==> src/source/jls_params.svh <==
`ifndef JLS_PARAMS_SVH
`define JLS_PARAMS_SVH

// ------------------------------------------------------------
// data widths
// ------------------------------------------------------------
`define JLS_PIX_W       8    // grey pixel
`define JLS_DIM_W       14   // column index, dimension minus one
`define JLS_MIN_W       4    // smallest width-minus-one accepted
`define JLS_WORD_W      16   // output word
`define JLS_CODE_W      24   // code field, longest code is 23 bits
`define JLS_LEN_W       5    // code length field
`define JLS_BUF_W       64   // packer accumulator

// golomb-rice constants, fixed for all frames
`define JLS_K           2
`define JLS_UNARY_MAX   14   // escape at this prefix length or above

`define JLS_HDR_WORDS   13   // file header length in words
`define JLS_DRAIN_CYCLES 5   // idle cycles before flush, covers the pipeline

`endif

==> src/source/jls_pkg.sv <==
`default_nettype none

`include "jls_params.svh"

package jls_pkg;

    typedef logic [`JLS_PIX_W-1:0]  pixel_t;    // pixel value
    typedef logic [`JLS_DIM_W-1:0]  dim_t;      // column or dimension minus one
    typedef logic [`JLS_PIX_W-1:0]  merr_t;     // mapped error 0..255
    typedef logic [`JLS_CODE_W-1:0] code_t;     // left-aligned code bits
    typedef logic [`JLS_LEN_W-1:0]  codelen_t;  // code length in bits
    typedef logic [`JLS_WORD_W-1:0] word_t;     // output stream word

    // frame control states
    typedef enum logic [2:0] {
        IDLE,    // waiting for i_sof
        HEADER,  // header words going out
        PIXELS,  // accepting pixels
        DRAIN,   // pipeline emptying
        FOOTER   // waiting for packer flush, then end marker
    } ctrl_state_t;

endpackage

`default_nettype wire

==> src/source/jls_ifs.sv <==
`timescale 1ns/1ps
`default_nettype none

// pixel position, ctrl -> line buffer
interface pos_if;
    import jls_pkg::*;
    logic   valid;      // one pulse per accepted pixel
    pixel_t x;
    dim_t   col;
    logic   first_row;
    logic   first_col;
    modport ctrl (output valid, x, col, first_row, first_col);
    modport lb   (input  valid, x, col, first_row, first_col);
endinterface


// packed stream words plus flush handshake
interface word_if;
    import jls_pkg::*;
    logic  valid;
    word_t data;
    logic  flush;       // ctrl pulse, end of frame
    logic  flush_done;  // packer pulse, everything sent
    modport packer (output valid, data, flush_done, input flush);
    modport ctrl   (input  valid, data, flush_done, output flush);
endinterface

`default_nettype wire

==> src/source/encoder_ctrl.sv <==
`timescale 1ns/1ps
`default_nettype none

`include "jls_params.svh"

module encoder_ctrl (
    input  wire                   clk,
    input  wire                   reset,
    input  wire                   i_sof,
    input  wire jls_pkg::dim_t    i_w,
    input  wire jls_pkg::dim_t    i_h,
    input  wire                   i_e,
    input  wire jls_pkg::pixel_t  i_x,
    pos_if.ctrl                   pos,
    word_if.ctrl                  word,
    output logic                  o_e,
    output jls_pkg::word_t        o_data,
    output logic                  o_last
);
    import jls_pkg::*;

    ctrl_state_t state;
    dim_t        w_lim;      // clamped width minus one
    dim_t        h_lim;
    dim_t        col;
    dim_t        row;
    logic [3:0]  hdr_idx;
    logic [2:0]  drain_cnt;
    word_t       hdr_word;

    // ------------------------------------------------------------
    // header word table
    // ------------------------------------------------------------
    always_comb begin
        case (hdr_idx)
            4'd0:    hdr_word = 16'hFFD8;  // SOI
            4'd1:    hdr_word = 16'h00FF;
            4'd2:    hdr_word = 16'hF700;  // SOF55 marker
            4'd3:    hdr_word = 16'h0B08;  // length, 8 bit precision
            4'd4:    hdr_word = word_t'(h_lim) + word_t'(1);
            4'd5:    hdr_word = word_t'(w_lim) + word_t'(1);
            4'd6:    hdr_word = 16'h0101;  // one component
            4'd7:    hdr_word = 16'h1100;
            4'd8:    hdr_word = 16'hFFDA;  // SOS
            4'd9:    hdr_word = 16'h0008;
            4'd10:   hdr_word = 16'h0101;
            default: hdr_word = 16'h0000;  // near = 0, ilv = 0
        endcase
    end

    // ------------------------------------------------------------
    // frame fsm, position counters, output mux
    // ------------------------------------------------------------
    always_ff @(posedge clk) begin
        if (reset) begin
            state      <= IDLE;
            hdr_idx    <= '0;
            drain_cnt  <= '0;
            col        <= '0;
            row        <= '0;
            pos.valid  <= 1'b0;
            word.flush <= 1'b0;
            o_e        <= 1'b0;
            o_last     <= 1'b0;
        end else begin
            pos.valid  <= 1'b0;
            word.flush <= 1'b0;
            o_last     <= 1'b0;
            o_e        <= word.valid;  // packer words, one cycle late
            o_data     <= word.data;
            case (state)
                IDLE: if (i_sof) begin
                    w_lim   <= (i_w < dim_t'(`JLS_MIN_W)) ? dim_t'(`JLS_MIN_W) : i_w;
                    h_lim   <= i_h;
                    col     <= '0;
                    row     <= '0;
                    o_e     <= 1'b1;
                    o_data  <= hdr_word;  // idx 0, constant SOI
                    hdr_idx <= 4'd1;
                    state   <= HEADER;
                end
                HEADER: begin
                    o_e     <= 1'b1;
                    o_data  <= hdr_word;
                    hdr_idx <= hdr_idx + 4'd1;
                    if (hdr_idx == 4'(`JLS_HDR_WORDS - 1)) begin
                        hdr_idx <= '0;
                        state   <= PIXELS;
                    end
                end
                PIXELS: if (i_e) begin
                    pos.valid     <= 1'b1;
                    pos.x         <= i_x;
                    pos.col       <= col;
                    pos.first_row <= (row == '0);
                    pos.first_col <= (col == '0);
                    if (col == w_lim) begin  // end of line
                        col <= '0;
                        if (row == h_lim) begin
                            drain_cnt <= '0;
                            state     <= DRAIN;
                        end else begin
                            row <= row + dim_t'(1);
                        end
                    end else begin
                        col <= col + dim_t'(1);
                    end
                end
                DRAIN: begin
                    drain_cnt <= drain_cnt + 3'd1;
                    if (drain_cnt == 3'(`JLS_DRAIN_CYCLES - 1)) begin
                        word.flush <= 1'b1;
                        state      <= FOOTER;
                    end
                end
                FOOTER: if (word.flush_done) begin
                    o_e    <= 1'b1;
                    o_data <= 16'hFFD9;  // EOI
                    o_last <= 1'b1;
                    state  <= IDLE;
                end
                default: state <= IDLE;
            endcase
        end
    end

endmodule

`default_nettype wire

==> src/flat_wrapper.sv <==
// flat-port wrapper written by rule: the top's interface ports become plain ports
module encoder_ctrl_flat import jls_pkg::*;
  (clk, reset, i_sof, i_w, i_h, i_e, i_x, o_e, o_data, o_last, pos_valid, pos_x, pos_col, pos_first_row, pos_first_col, word_valid, word_data, word_flush_done, word_flush);
  pos_if pos_i ();
  word_if word_i ();
  input  wire clk;
  input  wire reset;
  input  wire i_sof;
  input  wire jls_pkg::dim_t i_w;
  input  wire jls_pkg::dim_t i_h;
  input  wire i_e;
  input  wire jls_pkg::pixel_t i_x;
  output logic o_e;
  output jls_pkg::word_t o_data;
  output logic o_last;
  output wire logic [$bits(pos_i.valid)-1:0] pos_valid;
  output wire logic [$bits(pos_i.x)-1:0] pos_x;
  output wire logic [$bits(pos_i.col)-1:0] pos_col;
  output wire logic [$bits(pos_i.first_row)-1:0] pos_first_row;
  output wire logic [$bits(pos_i.first_col)-1:0] pos_first_col;
  input wire logic [$bits(word_i.valid)-1:0] word_valid;
  input wire logic [$bits(word_i.data)-1:0] word_data;
  input wire logic [$bits(word_i.flush_done)-1:0] word_flush_done;
  output wire logic [$bits(word_i.flush)-1:0] word_flush;
  assign pos_valid = pos_i.valid;
  assign pos_x = pos_i.x;
  assign pos_col = pos_i.col;
  assign pos_first_row = pos_i.first_row;
  assign pos_first_col = pos_i.first_col;
  assign word_i.valid = word_valid;
  assign word_i.data = word_data;
  assign word_i.flush_done = word_flush_done;
  assign word_flush = word_i.flush;
  encoder_ctrl u_core (.clk(clk), .reset(reset), .i_sof(i_sof), .i_w(i_w), .i_h(i_h), .i_e(i_e), .i_x(i_x), .pos(pos_i), .word(word_i), .o_e(o_e), .o_data(o_data), .o_last(o_last));
endmodule
==> config.mk <==
export PLATFORM = sky130hd
export DESIGN_NAME = encoder_ctrl_flat
export DESIGN_NICKNAME = d
export VERILOG_FILES = /design/src/source/jls_pkg.sv /design/src/source/jls_ifs.sv /design/src/source/encoder_ctrl.sv /design/src/flat_wrapper.sv
export VERILOG_INCLUDE_DIRS = /design/src /design/src/source
export SDC_FILE = /design/constraint.sdc
export NUM_CORES = 1
export LEC_CHECK = 0
export BUFFER_PORTS_ARGS = -buffer_cell sky130_fd_sc_hd__buf_4
export CORE_UTILIZATION = 31
export CTS_CLUSTER_DIAMETER = 100
export CTS_CLUSTER_SIZE = 20
export DETAILED_ROUTE_END_ITERATION = 7
export GPL_ROUTABILITY_DRIVEN = 0
export GPL_TIMING_DRIVEN = 0
export PLACE_DENSITY_LB_ADDON = 0.25
export SLEW_MARGIN = 30
export SYNTH_ARGS = -nofsm -noshare
export SYNTH_HDL_FRONTEND = slang
export SYNTH_SLANG_ARGS = --single-unit
==> constraint.sdc <==
create_clock -name clk -period 6.25 [get_ports clk]
set_input_delay 0.625 -clock clk [delete_from_list [all_inputs] [get_ports clk]]
set_output_delay 0.625 -clock clk [all_outputs]
set_load 0.02 [all_outputs]
# ---- Word level (Yosys, flattened, before mapping)
# Cells that the tools add are included.
# W data, S select, Z words.
dict set report word_totals {
  inputBits 58
  ramBits 0
  rom_bits 0
  memories 0
  regBits 110
  word_cells 104
  latchBits 0
}
dict set report classes {
  muxes 33
  div 0
  shift 0
  n_eq_ne 26
  n_mul 0
  magnitude_cmp 1
  n_reduce_logical 18
  n_addsub 6
  bitwise_logic 4
}
# op n
set ops {}
lappend ops {{$pmux W16 S10} 1}
lappend ops {{$mux W14} 6}
lappend ops {{$pmux W14 S2} 2}
lappend ops {{$pmux W16 S3} 1}
lappend ops {{$mux W16} 2}
lappend ops {{$add A14 B1 Y15 const B} 2}
lappend ops {{$mux W3} 10}
lappend ops {{$add A14 B1 Y14 const B} 2}
lappend ops {{$eq A14 B14 Y1} 2}
lappend ops {{$logic_not A14 Y1} 2}
lappend ops {{$eq A4 B3 Y1 const B} 4}
lappend ops {{$eq A4 B4 Y1 const B} 4}
lappend ops {{$pmux W3 S5} 1}
lappend ops {{$lt A14 B3 Y1 const B} 1}
lappend ops {{$reduce_and A3 Y1} 3}
lappend ops {{$eq A4 B2 Y1 const B} 2}
lappend ops {{$mux W4} 2}
lappend ops {{$ne A2 B1 Y1 const B} 4}
lappend ops {{$ne A2 B2 Y1 const B} 4}
lappend ops {{$pmux W4 S2} 1}
lappend ops {{$reduce_or A2 Y1} 4}
lappend ops {{$reduce_and A7 Y1} 1}
lappend ops {{$eq A3 B2 Y1 const B} 2}
lappend ops {{$eq A3 B3 Y1 const B} 2}
lappend ops {{14 further kinds} 23}

# ---- Logic depth before layout (Yosys ltp)
# Gate-level depths: netlist (run 1).
dict set report depth {
  word_depth 5
  ltp_mapped 15
  ltp_nobuf 12
}

# ---- Worst setup path after synthesis (run 1)
# No wires, ideal clock.
dict set report synth_timing {
  kind {input-to-reg}
  from {input port reset}
  to {register u_core.pos.col[0] (enable)}
  t_required_ns 5.810
  arrival_time_ns 2.845
  path_stages 3
  slack_ns 2.965
  path_cell_list {clkbuf_1 -> clkbuf_1 -> nor3b_1}
}
dict set report synth_via {
  elab_chain_len 2
}
# element line_no
set synth_lines {}
lappend synth_lines {{from (decl)} flat_wrapper.sv:7} ;# input wire reset;
lappend synth_lines {{$not A1 Y1 (no line)} -}
lappend synth_lines {{$reduce_and A3 Y1 (no line)} -}
lappend synth_lines {{to (signal assigned)} encoder_ctrl.sv:106} ;# col <= col + dim_t'(1);
lappend synth_lines {{to (decl)} jls_ifs.sv:12} ;# modport ctrl (output valid, x, col, first_row, first_col);
# No other way between the ends.
# A chain may end at the register's enable or synchronous reset.

# ---- Final worst setup path (run 1)
dict set report layout_timing {
  from {register u_core.hdr_idx[1]}
  to {register u_core.o_data[8], data pin}
}
dict set report layout_via {
  elab_chain_len 5
  elab_cells_between_ends 15
}
# element line_no
set layout_lines {}
lappend layout_lines {{from (decl)} encoder_ctrl.sv:27} ;# logic [3:0] hdr_idx;
lappend layout_lines {{from (signal assigned)} encoder_ctrl.sv:85} ;# hdr_idx <= hdr_idx + 4'd1;
lappend layout_lines {{$eq A4 B3 Y1 or $eq A4 B4 Y1 (tied branches)} encoder_ctrl.sv:35} ;# case (hdr_idx)
lappend layout_lines {{$reduce_or A2 Y1 (no line)} -}
lappend layout_lines {{$pmux W16 S10 *} encoder_ctrl.sv:35}
lappend layout_lines {{$mux W16} encoder_ctrl.sv:72} ;# IDLE: if (i_sof) begin
lappend layout_lines {{$pmux W16 S3 *} encoder_ctrl.sv:71} ;# case (state)
lappend layout_lines {{to (signal assigned)} encoder_ctrl.sv:70} ;# o_data <= word.data;
lappend layout_lines {{to (signal assigned)} encoder_ctrl.sv:78} ;# o_data <= hdr_word;
lappend layout_lines {{to (signal assigned)} encoder_ctrl.sv:84} ;# o_data <= hdr_word;
lappend layout_lines {{to (decl)} encoder_ctrl.sv:17} ;# output jls_pkg::word_t o_data,
# Every way passes the cells marked *; elsewhere a longest branch is shown, timed or not.

==> impl_metrics.env, run 1 <==
export IMPL_tns_ns=0
export IMPL_avgSynthCellArea_um2=10.1
export IMPL_grtUsageMet3_pct=2.70
export IMPL_die_y_um=137
export IMPL_regToRegSetupSlack_ns=2.55
export IMPL_max_cap_violations=0
export IMPL_grt_pass1_wl_um=22900
export IMPL_min_from="i_h[13]"
export IMPL_ys_flop_type="edfxtp_1"
export IMPL_max_freq_mhz=271
export IMPL_drt_wl_total_um=14600
export IMPL_final_common_cell="buf_4"
export IMPL_antenna_cells=0
export IMPL_hold_depth=1
export IMPL_use_met1_pct=20.7
export IMPL_dr_first_iter_drc_count=375
export IMPL_netlist_area_um2=5610
export IMPL_syn_inst=554
export IMPL_place_area_um2=6710
export IMPL_mostFrequentLayoutCells="buf_4, edfxtp_1, nor2_1"
export IMPL_ys_seq_area_share_pct=51.3
export IMPL_num_vias=4647
export IMPL_hold_viol=0
export IMPL_relSlewSlack_pct=47.1
export IMPL_synthArstFlopShare_pct=0
export IMPL_cp_arrival_ns=3.79
export IMPL_synth_nets=623
export IMPL_fin_nets=738
export IMPL_hold_path_class="input pin to flip-flop"
export IMPL_fill_cells=1709
export IMPL_period_share_pct=59.1
export IMPL_die_w_um=137
export IMPL_cts_buffers=9
export IMPL_viasPerCell=5.17
export IMPL_grt_overflow=0
export IMPL_cp_slowest_cell="clkbuf_1"
export IMPL_clk_pin_slew_ns=0.08
export IMPL_fin_ws_ns=2.55
export IMPL_fp_dieArea_um2=18700
export IMPL_drc=0
export IMPL_worst_setup_path_end_kind="flip-flop"
export IMPL_initial_core_util_pct=32.1
export IMPL_drive_gt1_share_pct=20.8
export IMPL_timing_rr_end="u_core.o_data[8]"
export IMPL_cts_hold_buf=0
export IMPL_clockRootBuffer="clkbuf_16"
export IMPL_ios=102
export IMPL_ys_types=59
export IMPL_dpl_worst_slack_ns=2.68
export IMPL_post_route_min_period_ns=3.70
export IMPL_cts_resized=0
export IMPL_status="completed"
export IMPL_worstRegToRegCells=15
export IMPL_cts_sink_count=110
export IMPL_numPortBuffers=100
export IMPL_rows=48
export IMPL_final_cells=899
export IMPL_min_to="u_core.h_lim[13]"
export IMPL_design_area_um2=7010
export IMPL_crit_required_ns=6.34
export IMPL_routedWlPerCell_um=16.2
export IMPL_leakagePower_nw=2.56
export IMPL_critPathTopFamily="buffers and inverters"
export IMPL_setup_viol=0
export IMPL_cts_setup_buffers=0
export IMPL_cts_htree_levels=3
export IMPL_worstSetupPathType="flip-flop to flip-flop"
export IMPL_antenna_found_initial=0
export IMPL_grt_busiest_layer="met2"
export IMPL_synth_edff_count=68
export IMPL_grt_pass1_vias=4449
export IMPL_synth_seq_cells=110
export IMPL_hpwl_um=11200
export IMPL_rsz0062_at_grt="false"
export IMPL_clock_latency_ns=0.36
export IMPL_grt_max_degree=21
export IMPL_place_inst=883
export IMPL_utilization_pct=40.1
export IMPL_ir_worst_vdd_uv=131
export IMPL_crit_buf_inv=4
export IMPL_r2r_start="u_core.hdr_idx[1]"
export IMPL_grt_util_all_layers_pct=16.2
export IMPL_worstPathCellList="inv_1 -> ha_1 -> buf_2 -> nand3b_1 -> clkbuf_1 -> nand2_1 -> nand2_1 -> ha_1 -> clkbuf_1 -> nand4_1 -> nor3_1 -> xnor2_1 -> nor2_1 -> a311oi_1 -> a21oi_1"
export IMPL_start_kind="flip-flop"
export IMPL_ant_nets=0
export IMPL_cpPeakStageDelay_ns=0.44
export IMPL_drv_slew=0
export IMPL_cts_tree="built"
export IMPL_clk_path_buf_depth=2
export IMPL_yosysWarningCount=0
export IMPL_worst_pin_slew_ns=0.792
export IMPL_coreArea_um2=17500
export IMPL_clock_skew_ns=0.0114
export IMPL_worstPathMaxFanout=10
export IMPL_p_per_area_nw_per_um2=265
export IMPL_dr_pass1_iters=5
export IMPL_use_met2_pct=26.6
export IMPL_area_growth_pct=24.9
## layout make-up
type	count	area, um2	share of cell area (%)
Buffer	36	166	2.37
Clock buffer	10	229	3.26
Clock inverter	6	75.1	1.07
Inverter	16	60.1	0.856
Multi-Input combinational cell	392	2520	35.9
Sequential cell	110	2880	41.1
Tap cell	225	282	4.01
Timing Repair Buffer	104	801	11.4
## power by group
part / internal, mW / total, mW / switching (mW) / leakage [nW]
Clock: 0.318 / 0.591 / 0.273 / 0.146
Sequential: 0.837 / 0.877 / 0.0392 / 0.970
Combinational: 0.159 / 0.390 / 0.231 / 1.45
Total: 1.31 / 1.86 / 0.544 / 2.56
## layer usage
metal | wire, um | share of wire, % | vias to the layer above
met1 | 6490 | 45 | 2218
li1 | - | - | 2261
met5 | 0 | 0 | -
met2 | 7050 | 48 | 142
met4 | 337 | 2.3 | 0
met3 | 687 | 4.7 | 26
## how the worst max path moves through the flow
stage,startpoint,endpoint,slack [ns],cells after the start
6_report,u_core.hdr_idx[1],u_core.o_data[8],2.55,15
5_1_grt,u_core.hdr_idx[1],u_core.o_data[8],2.32,15
4_1_cts,u_core.hdr_idx[1],u_core.o_data[8],2.66,15
3_5_place_dp,u_core.hdr_idx[1],u_core.o_data[8],2.68,15
3_3_place_gp,reset,u_core.pos.x[1],1.69,3
2_1_floorplan,reset,u_core.pos.col[0],2.96,3
## stage by stage
step,power (mW),hold WS (ns)
finish,1.86,0.432
global route,1.95,0.423
CTS,1.88,0.419
detailed placement,1.28,0.427
global placement,1.27,0.433
floorplan,1.12,0.406
## Yosys cell counts (all sizes together) (4+ instances only)
master  number  area share, %
edfxtp      68             36
nor2        46            3.1
dfxtp       42             15
nand2       39            2.6
xnor2       38            5.9
a21oi       34            3.0
o21ai       28            2.5
nand3       27            2.4
clkbuf      26            1.7
nand4       21            2.3
inv         16            1.1
xor2        15            2.3
nor3        12            1.1
ha          11            2.5
buf         10            1.2
mux2i       10            1.8
nor4        10            1.5
and3         9            1.0
or3          8           0.89
a31oi        6           0.67
and2         6           0.67
or4          5           0.67
a211oi       4           0.53
a21boi       4           0.53
nand2b       4           0.45
nor4b        4           0.62
## flip-flops by register name, indices dropped and copies added (netlist names)
signal / flops
u_core.col: 14
u_core.drain_cnt: 3
u_core.h_lim: 14
u_core.hdr_idx: 4
u_core.o_data: 16
u_core.o_e: 1
u_core.o_last: 1
u_core.pos.col: 14
u_core.pos.first_col: 1
u_core.pos.first_row: 1
u_core.pos.valid: 1
u_core.pos.x: 8
u_core.row: 14
u_core.state: 3
u_core.w_lim: 14
u_core.word.flush: 1
## cell families (layout without fill, tap and decap cells)
family          after synthesis  after routing  share of synthesized area [%]
xor+xnor                     53             53                           8.27
buf+inv                      52            172                           4.03
fa+ha+maj                    11             11                           2.45
mux                          11             11                           1.98
compound gates              111            111                           12.6
flops                       110            110                           51.3
simple gates                206            206                           19.3
(Power assumes the default switching activity.)
==> run 2: changes to the inputs <==
--- a/config.mk
+++ b/config.mk
@@ -6,6 +6,7 @@
 export SDC_FILE = /design/constraint.sdc
 export NUM_CORES = 1
 export LEC_CHECK = 0
+export ABC_AREA = 1
 export BUFFER_PORTS_ARGS = -buffer_cell sky130_fd_sc_hd__buf_4
 export CORE_UTILIZATION = 31
 export CTS_CLUSTER_DIAMETER = 100
==> constraint.sdc (replaced) <==
create_clock -name clk -period 3.2 [get_ports clk]
set_input_delay 0.32 -clock clk [delete_from_list [all_inputs] [get_ports clk]]
set_output_delay 0.32 -clock clk [all_outputs]
set_load 0.02 [all_outputs]
==> run 2 against run 1 <==
- routed wire length grew 8.9%
- sequential share of layout area decreased by 3.5 points
- fmax increased by 51%
- clock-buffer cell count did not move
- cell count up 32%
- worst hold slack worse by 0.30 ns
- synthesized area increased by 10%
- largest power group unchanged
==> impl_metrics.env, run 2 <==
export IMPL_synthTopCellsByCount="nand2_1, nor2_1, inv_1"
export IMPL_viasPerCell=4.48
export IMPL_ant_nets=0
export IMPL_synth_seq_cells=110
export IMPL_worstPathCellList="inv_1 -> ha_1 -> nand3_4 -> o21ai_1 -> inv_1 -> ha_1 -> nand2_1 -> nor2_1 -> o21ai_0 -> o21ai_1 -> nand2_1 -> nand3_1"
export IMPL_routedWlPerCell_um=13.4
export IMPL_clock_latency_ns=0.36
export IMPL_p_clk_share_pct=25.7
export IMPL_grt_pass1_wl_um=25100
export IMPL_worst_setup_path_end_kind="flip-flop"
export IMPL_final_common_cell="nand2_1"
export IMPL_fin_ws_ns=0.754
export IMPL_start_kind="flip-flop"
export IMPL_avgSynthCellArea_um2=7.71
export IMPL_fin_nets=984
export IMPL_relSlewSlack_pct=44.9
export IMPL_max_cap_violations=0
export IMPL_critPathTopFamily="compound AO/OA/AOI/OAI gates"
export IMPL_swShare_pct=36.9
export IMPL_coreArea_um2=19500
export IMPL_grt_max_degree=26
export IMPL_cts_resized=0
export IMPL_drt_wl_total_um=15900
export IMPL_clockRootBuffer="clkbuf_16"
export IMPL_dpl_worst_slack_ns=0.804
export IMPL_crit_buf_inv=2
export IMPL_cts_tree="built"
export IMPL_synth_edff_count=68
export IMPL_tns_ns=0
export IMPL_drc=0
export IMPL_die_y_um=143
export IMPL_cpPeakStageDelay_ns=0.36
export IMPL_ir_worst_vdd_uv=267
export IMPL_clk_path_buf_depth=2
export IMPL_synth_nets=870
export IMPL_ys_seq_area_share_pct=46.7
export IMPL_yosys_area_top_type="edfxtp_1"
export IMPL_status="completed"
export IMPL_max_freq_mhz=409
export IMPL_drv_slew=0
export IMPL_grt_overflow=0
export IMPL_cp_slowest_cell="dfxtp_1"
export IMPL_clock_skew_ns=0.0109
export IMPL_synthArstFlopShare_pct=0
export IMPL_dr_pass1_iters=4
export IMPL_pwr_share_seq_pct=38.4
export IMPL_leakagePower_nw=3.22
export IMPL_p_total_mw=4.80
export IMPL_period_share_pct=76.5
export IMPL_setup_viol=0
export IMPL_cp_arrival_ns=2.55
export IMPL_die_w_um=143
export IMPL_worstSetupPathType="flip-flop to flip-flop"
export IMPL_cts_buffers=9
export IMPL_cell_internal_pwr_mw=3.03
export IMPL_ys_flop_type="edfxtp_1"
export IMPL_cts_hold_buf=0
export IMPL_rows=51
export IMPL_drive_gt1_share_pct=21.0
export IMPL_grt_pass1_vias=4770
export IMPL_rsz0062_at_grt="false"
export IMPL_hpwl_um=12400
export IMPL_area_growth_pct=24.0
export IMPL_crit_required_ns=3.30
export IMPL_grt_util_all_layers_pct=16.2
export IMPL_ys_top_cells_by_area="edfxtp_1, nand2_1, dfxtp_1, nor2_1, inv_1"
export IMPL_mostFrequentLayoutCells="nand2_1, buf_4, nor2_1"
export IMPL_largest_register_ffs=16
export IMPL_antenna_cells=0
export IMPL_synth_most_common_cell="nand2_1"
export IMPL_cts_setup_buffers=0
export IMPL_hold_viol=0
export IMPL_netlist_area_um2=6180
export IMPL_worstPathMaxFanout=10
export IMPL_top_register="u_core.o_data"
export IMPL_p_per_area_nw_per_um2=627
export IMPL_syn_inst=801
export IMPL_dr_first_iter_drc_count=316
export IMPL_numPortBuffers=101
export IMPL_p_sw_mw=1.77
export IMPL_cts_htree_levels=3
export IMPL_worst_pin_slew_ns=0.825
export IMPL_utilization_pct=39.2
export IMPL_cts_sink_count=110
export IMPL_antenna_found_initial=0
export IMPL_post_route_min_period_ns=2.45
export IMPL_clk_pin_slew_ns=0.08
export IMPL_yosysWarningCount=0
export IMPL_fp_dieArea_um2=20500
export IMPL_synth_top_area_share_pct=33.1
export IMPL_initial_core_util_pct=31.6
export IMPL_ys_types=44
export IMPL_combPwrFrac_pct=36.0
export IMPL_hold_path_class="input pin to flip-flop"
export IMPL_ios=102
export IMPL_num_vias=5308
==> run 2: cell count changes in the layout (fill, tap and decap cells not counted), sizes merged, moves of 11 or more <==
cell and change:
nand2 +210, inv +80, nor2 +57, xnor2 -36, nand3 +24, nand4 +11
==> run 2: stage by stage <==
stage | std cells | instance area (um2) | hold slack (ns)
2_1_floorplan | 801 | 6180 | 0.403
3_3_place_gp | 1167 | 7270 | 0.411
3_5_place_dp | 1169 | 7340 | 0.424
4_1_cts | 1185 | 7660 | 0.118
5_1_grt | 1185 | 7660 | 0.110
6_report | 1185 | 7660 | 0.134
==> run 2: logic make-up after synthesis <==
kind of cell	after synthesis	share of synthesized area [%]
AO/OA/AOI/OAI	69	6.26
XOR/XNOR	15	2.13
adder cells (fa/ha/maj)	11	2.23
buffers and inverters	130	8.81
flip-flops	110	46.7
AND/OR/NAND/NOR	466	33.9
==> run 2: area by class of cell <==
type                            count  area (um2)
Sequential cell                   110        2880
Tap cell                          265         332
Timing Repair Buffer              103         813
Clock buffer                       10         229
Inverter                           98         375
Clock inverter                      6        91.3
Multi-Input combinational cell    561        2770
Fill cell                        2072       11900
Buffer                             32         169
==> run 2: power by group through the flow <==
| stage | sequential (mW) | combinational, mW | clock [mW] |
|---|---|---|---|
| 2_1_floorplan | 1.98 | 1.06 | 0 |
| 3_3_place_gp | 1.88 | 1.68 | 0 |
| 3_5_place_dp | 1.88 | 1.72 | 0 |
| 4_1_cts | 1.84 | 1.73 | 1.27 |
| 5_1_grt | 1.86 | 1.92 | 1.33 |
| 6_report | 1.84 | 1.73 | 1.23 |
==> run 2: worst paths after layout <==
path	startpoint	to	slack [ns]	cells after the start
worst max-delay path	u_core.hdr_idx[1]	u_core.o_data[4]	0.75	12
worst max register to register	u_core.hdr_idx[1]	u_core.o_data[4]	0.75	12
worst min register to register	u_core.col[3]	u_core.pos.col[3]	0.44	0
worst min-delay path	i_x[6]	u_core.pos.x[6]	0.13	1
==> run 2: metal layers <==
metal / share of wire (%) / GRT usage, % / routed length (um)
met5: 0 / 0 / 0
met4: 0.96 / 4.19 / 153
met3: 4.9 / 3.49 / 784
met2: 45 / 25.2 / 7080
met1: 49 / 22.6 / 7850
==> run 3: changes to the inputs <==
--- a/config.mk
+++ b/config.mk
@@ -6,7 +6,7 @@
 export SDC_FILE = /design/constraint.sdc
 export NUM_CORES = 1
 export LEC_CHECK = 0
-export ABC_AREA = 1
+export ABC_AREA = 0
 export BUFFER_PORTS_ARGS = -buffer_cell sky130_fd_sc_hd__buf_4
 export CORE_UTILIZATION = 31
 export CTS_CLUSTER_DIAMETER = 100
==> constraint.sdc (replaced) <==
create_clock -name clk -period 2 [get_ports clk]
set_input_delay 0.2 -clock clk [delete_from_list [all_inputs] [get_ports clk]]
set_output_delay 0.2 -clock clk [all_outputs]
set_load 0.02 [all_outputs]
==> run 3 against run 2 <==
- the run now ends with negative setup slack left
- global-route usage grew 1.2 points
- combinational power shrank 6%
- sequential share of layout area decreased by 1.7 points
- clock skew is 0.0025 ns lower
- first-iteration DRC count up 48%
- highest routed layer unchanged
==> impl_metrics.env, run 3 (synthesis gave the netlist of run 1 again) <==
export IMPL_p_total_mw=6.23
export IMPL_grt_overflow=0
export IMPL_drive_gt1_share_pct=39.5
export IMPL_worstPathCellList="inv_4 -> ha_4 -> nand3b_1 -> mux2i_2 -> inv_1 -> ha_4 -> buf_8 -> buf_4 -> nand2_2 -> a21oi_2 -> xnor2_1 -> nand2_1 -> a221o_1"
export IMPL_ir_worst_vdd_uv=441
export IMPL_clockRootBuffer="clkbuf_16"
export IMPL_cp_slowest_cell="dfxtp_4"
export IMPL_final_cells=956
export IMPL_num_vias=4979
export IMPL_drt_wl_total_um=16400
export IMPL_critical_path_endpoint="u_core.o_data[10]"
export IMPL_p_sw_mw=1.89
export IMPL_viasPerCell=5.21
export IMPL_p_clk_share_pct=30.1
export IMPL_p_per_area_nw_per_um2=772
export IMPL_ios=102
export IMPL_post_route_min_period_ns=2.46
export IMPL_drv_slew=0
export IMPL_clk_path_buf_depth=2
export IMPL_crit_required_ns=2.12
export IMPL_grt_pass1_wl_um=24700
export IMPL_grt_util_all_layers_pct=17.4
export IMPL_worst_pin_slew_ns=0.854
export IMPL_antenna_found_initial=0
export IMPL_relSlewSlack_pct=43.0
export IMPL_area_growth_pct=43.8
export IMPL_setup_viol=33
export IMPL_cts_sink_count=110
export IMPL_antenna_cells=0
export IMPL_pwr_share_seq_pct=43.9
export IMPL_cpPeakStageDelay_ns=0.36
export IMPL_start_kind="flip-flop"
export IMPL_final_common_cell="buf_4"
export IMPL_ant_nets=0
export IMPL_die_w_um=137
export IMPL_swShare_pct=30.3
export IMPL_fp_dieArea_um2=18700
export IMPL_die_y_um=137
export IMPL_grt_pass1_vias=4795
export IMPL_cts_tree="built"
export IMPL_cts_buffers=9
export IMPL_rows=48
export IMPL_dr_pass1_iters=6
export IMPL_largest_register_ffs=16
export IMPL_combPwrFrac_pct=26.0
export IMPL_hpwl_um=11300
export IMPL_regToRegSetupSlack_ns=-0.46
export IMPL_cp_arrival_ns=2.58
export IMPL_numPortBuffers=100
export IMPL_violations="negative setup slack"
export IMPL_dr_first_iter_drc_count=467
export IMPL_worst_setup_path_end_kind="flip-flop"
export IMPL_leakagePower_nw=2.96
export IMPL_rsz0062_at_grt="true"
export IMPL_worstSetupPathType="flip-flop to flip-flop"
export IMPL_grt_max_degree=29
export IMPL_fin_nets=795
export IMPL_drc=0
export IMPL_hold_depth=1
export IMPL_clk_pin_slew_ns=0.08
export IMPL_r2r_start="u_core.hdr_idx[1]"
export IMPL_fin_ws_ns=-0.459
export IMPL_initial_core_util_pct=32.1
export IMPL_hold_viol=0
export IMPL_clock_skew_ns=0.00833
export IMPL_clock_latency_ns=0.36
export IMPL_hold_path_class="input pin to flip-flop"
export IMPL_cpMostUsedCell="ha_4"
export IMPL_cp_startpoint="u_core.hdr_idx[1]"
export IMPL_worstPathMaxFanout=5
export IMPL_coreArea_um2=17500
export IMPL_top_register="u_core.o_data"
export IMPL_worstRegToRegCells=13
export IMPL_cts_htree_levels=3
export IMPL_period_share_pct=123
export IMPL_place_inst=880
export IMPL_mostFrequentLayoutCells="buf_4, edfxtp_1, xnor2_1"
export IMPL_timing_rr_end="u_core.o_data[10]"
export IMPL_max_freq_mhz=407
export IMPL_max_cap_violations=0
export IMPL_cell_internal_pwr_mw=4.34
export IMPL_status="finished with violations"
export IMPL_routedWlPerCell_um=17.2
export IMPL_hold_slack_ns=0.0103
## run 3: cell count changes in the layout (fill, tap and decap cells not counted), sizes merged, moves of 6 or more
| cell | previous run | this run |
|---|---|---|
| nand2 | 249 | 39 |
| inv | 99 | 19 |
| nor2 | 103 | 47 |
| buf | 119 | 169 |
| xnor2 | 2 | 38 |
| nand3 | 51 | 27 |
| nand4 | 32 | 21 |
| mux2i | 0 | 10 |
| and3 | 1 | 9 |
| or3 | 0 | 8 |
| and2 | 0 | 6 |
| nor3 | 18 | 12 |
## run 3: worst min path at each step
stage | startpoint | slack (ns) | to
3_5_place_dp | i_h[13] | 0.38 | u_core.h_lim[13]
5_1_grt | i_x[6] | 0.003 | u_core.pos.x[6]
2_1_floorplan | i_h[0] | 0.30 | u_core.h_lim[0]
6_report | i_x[6] | 0.01 | u_core.pos.x[6]
3_3_place_gp | i_x[6] | 0.38 | u_core.pos.x[6]
4_1_cts | i_x[6] | 0.003 | u_core.pos.x[6]
## run 3: final cells by class
type | instances | area (um2)
Fill cell | 1576 | 9400
Multi-Input combinational cell | 393 | 2990
Sequential cell | 110 | 2900
Timing Repair Buffer | 166 | 1340
Tap cell | 225 | 282
Clock buffer | 9 | 225
Buffer | 30 | 194
Clock inverter | 7 | 81.3
Inverter | 16 | 62.6
## run 3: metal layers
metal  vias to the layer above  wire, um  part of all wire (%)  GRT usage [%]
met5                         -         0                     0              0
met2                       152      8480                    52           30.5
li1                       2388         -                     -              -
met4                         0       465                   2.8           8.46
met1                      2411      6730                    41           21.2
met3                        28       767                   4.7           2.00
## run 3: metrics by stage
step | util [%] | worst slack, ns | TNS (ns) | instance area, um2
2_1_floorplan | - | -0.470 | -2.37 | 5690
3_3_place_gp | 38.5 | -0.931 | -31.45 | 6730
3_5_place_dp | 38.6 | -0.960 | -25.89 | 6740
4_1_cts | 44.0 | -0.486 | -5.04 | 7690
5_1_grt | 46.2 | -0.557 | -9.16 | 8080
6_report | 46.2 | -0.459 | -5.44 | 8080
## run 3: power groups by stage
stage	Sequential [mW]	Combinational [mW]	Clock, mW
2_1_floorplan	2.87	0.673	0
3_3_place_gp	2.79	1.20	0
3_5_place_dp	2.80	1.22	0
4_1_cts	2.73	1.45	1.91
5_1_grt	2.75	1.74	1.98
6_report	2.74	1.62	1.88
## run 3: critical path, delay by kind of cell (launching register included)
| kind | cells | cell delay [ns] |
|---|---|---|
| mux | 1 | 0.27 |
| buf+inv | 4 | 0.39 |
| fa+ha+maj | 2 | 0.33 |
| xor+xnor | 1 | 0.18 |
| flops | 1 | 0.36 |
| simple gates | 3 | 0.32 |
| compound gates | 2 | 0.35 |
## run 3: repair_timing
action | CTS | global route
cloned | 3 | 2
buffers inserted | 44 | 15
pin swaps | 50 | 44
hold buffers | 5 | 0
endpoints found under the setup margin | 100 | 100
hold endpoints to repair | 5 | 0
gates resized for setup | 70 | 86
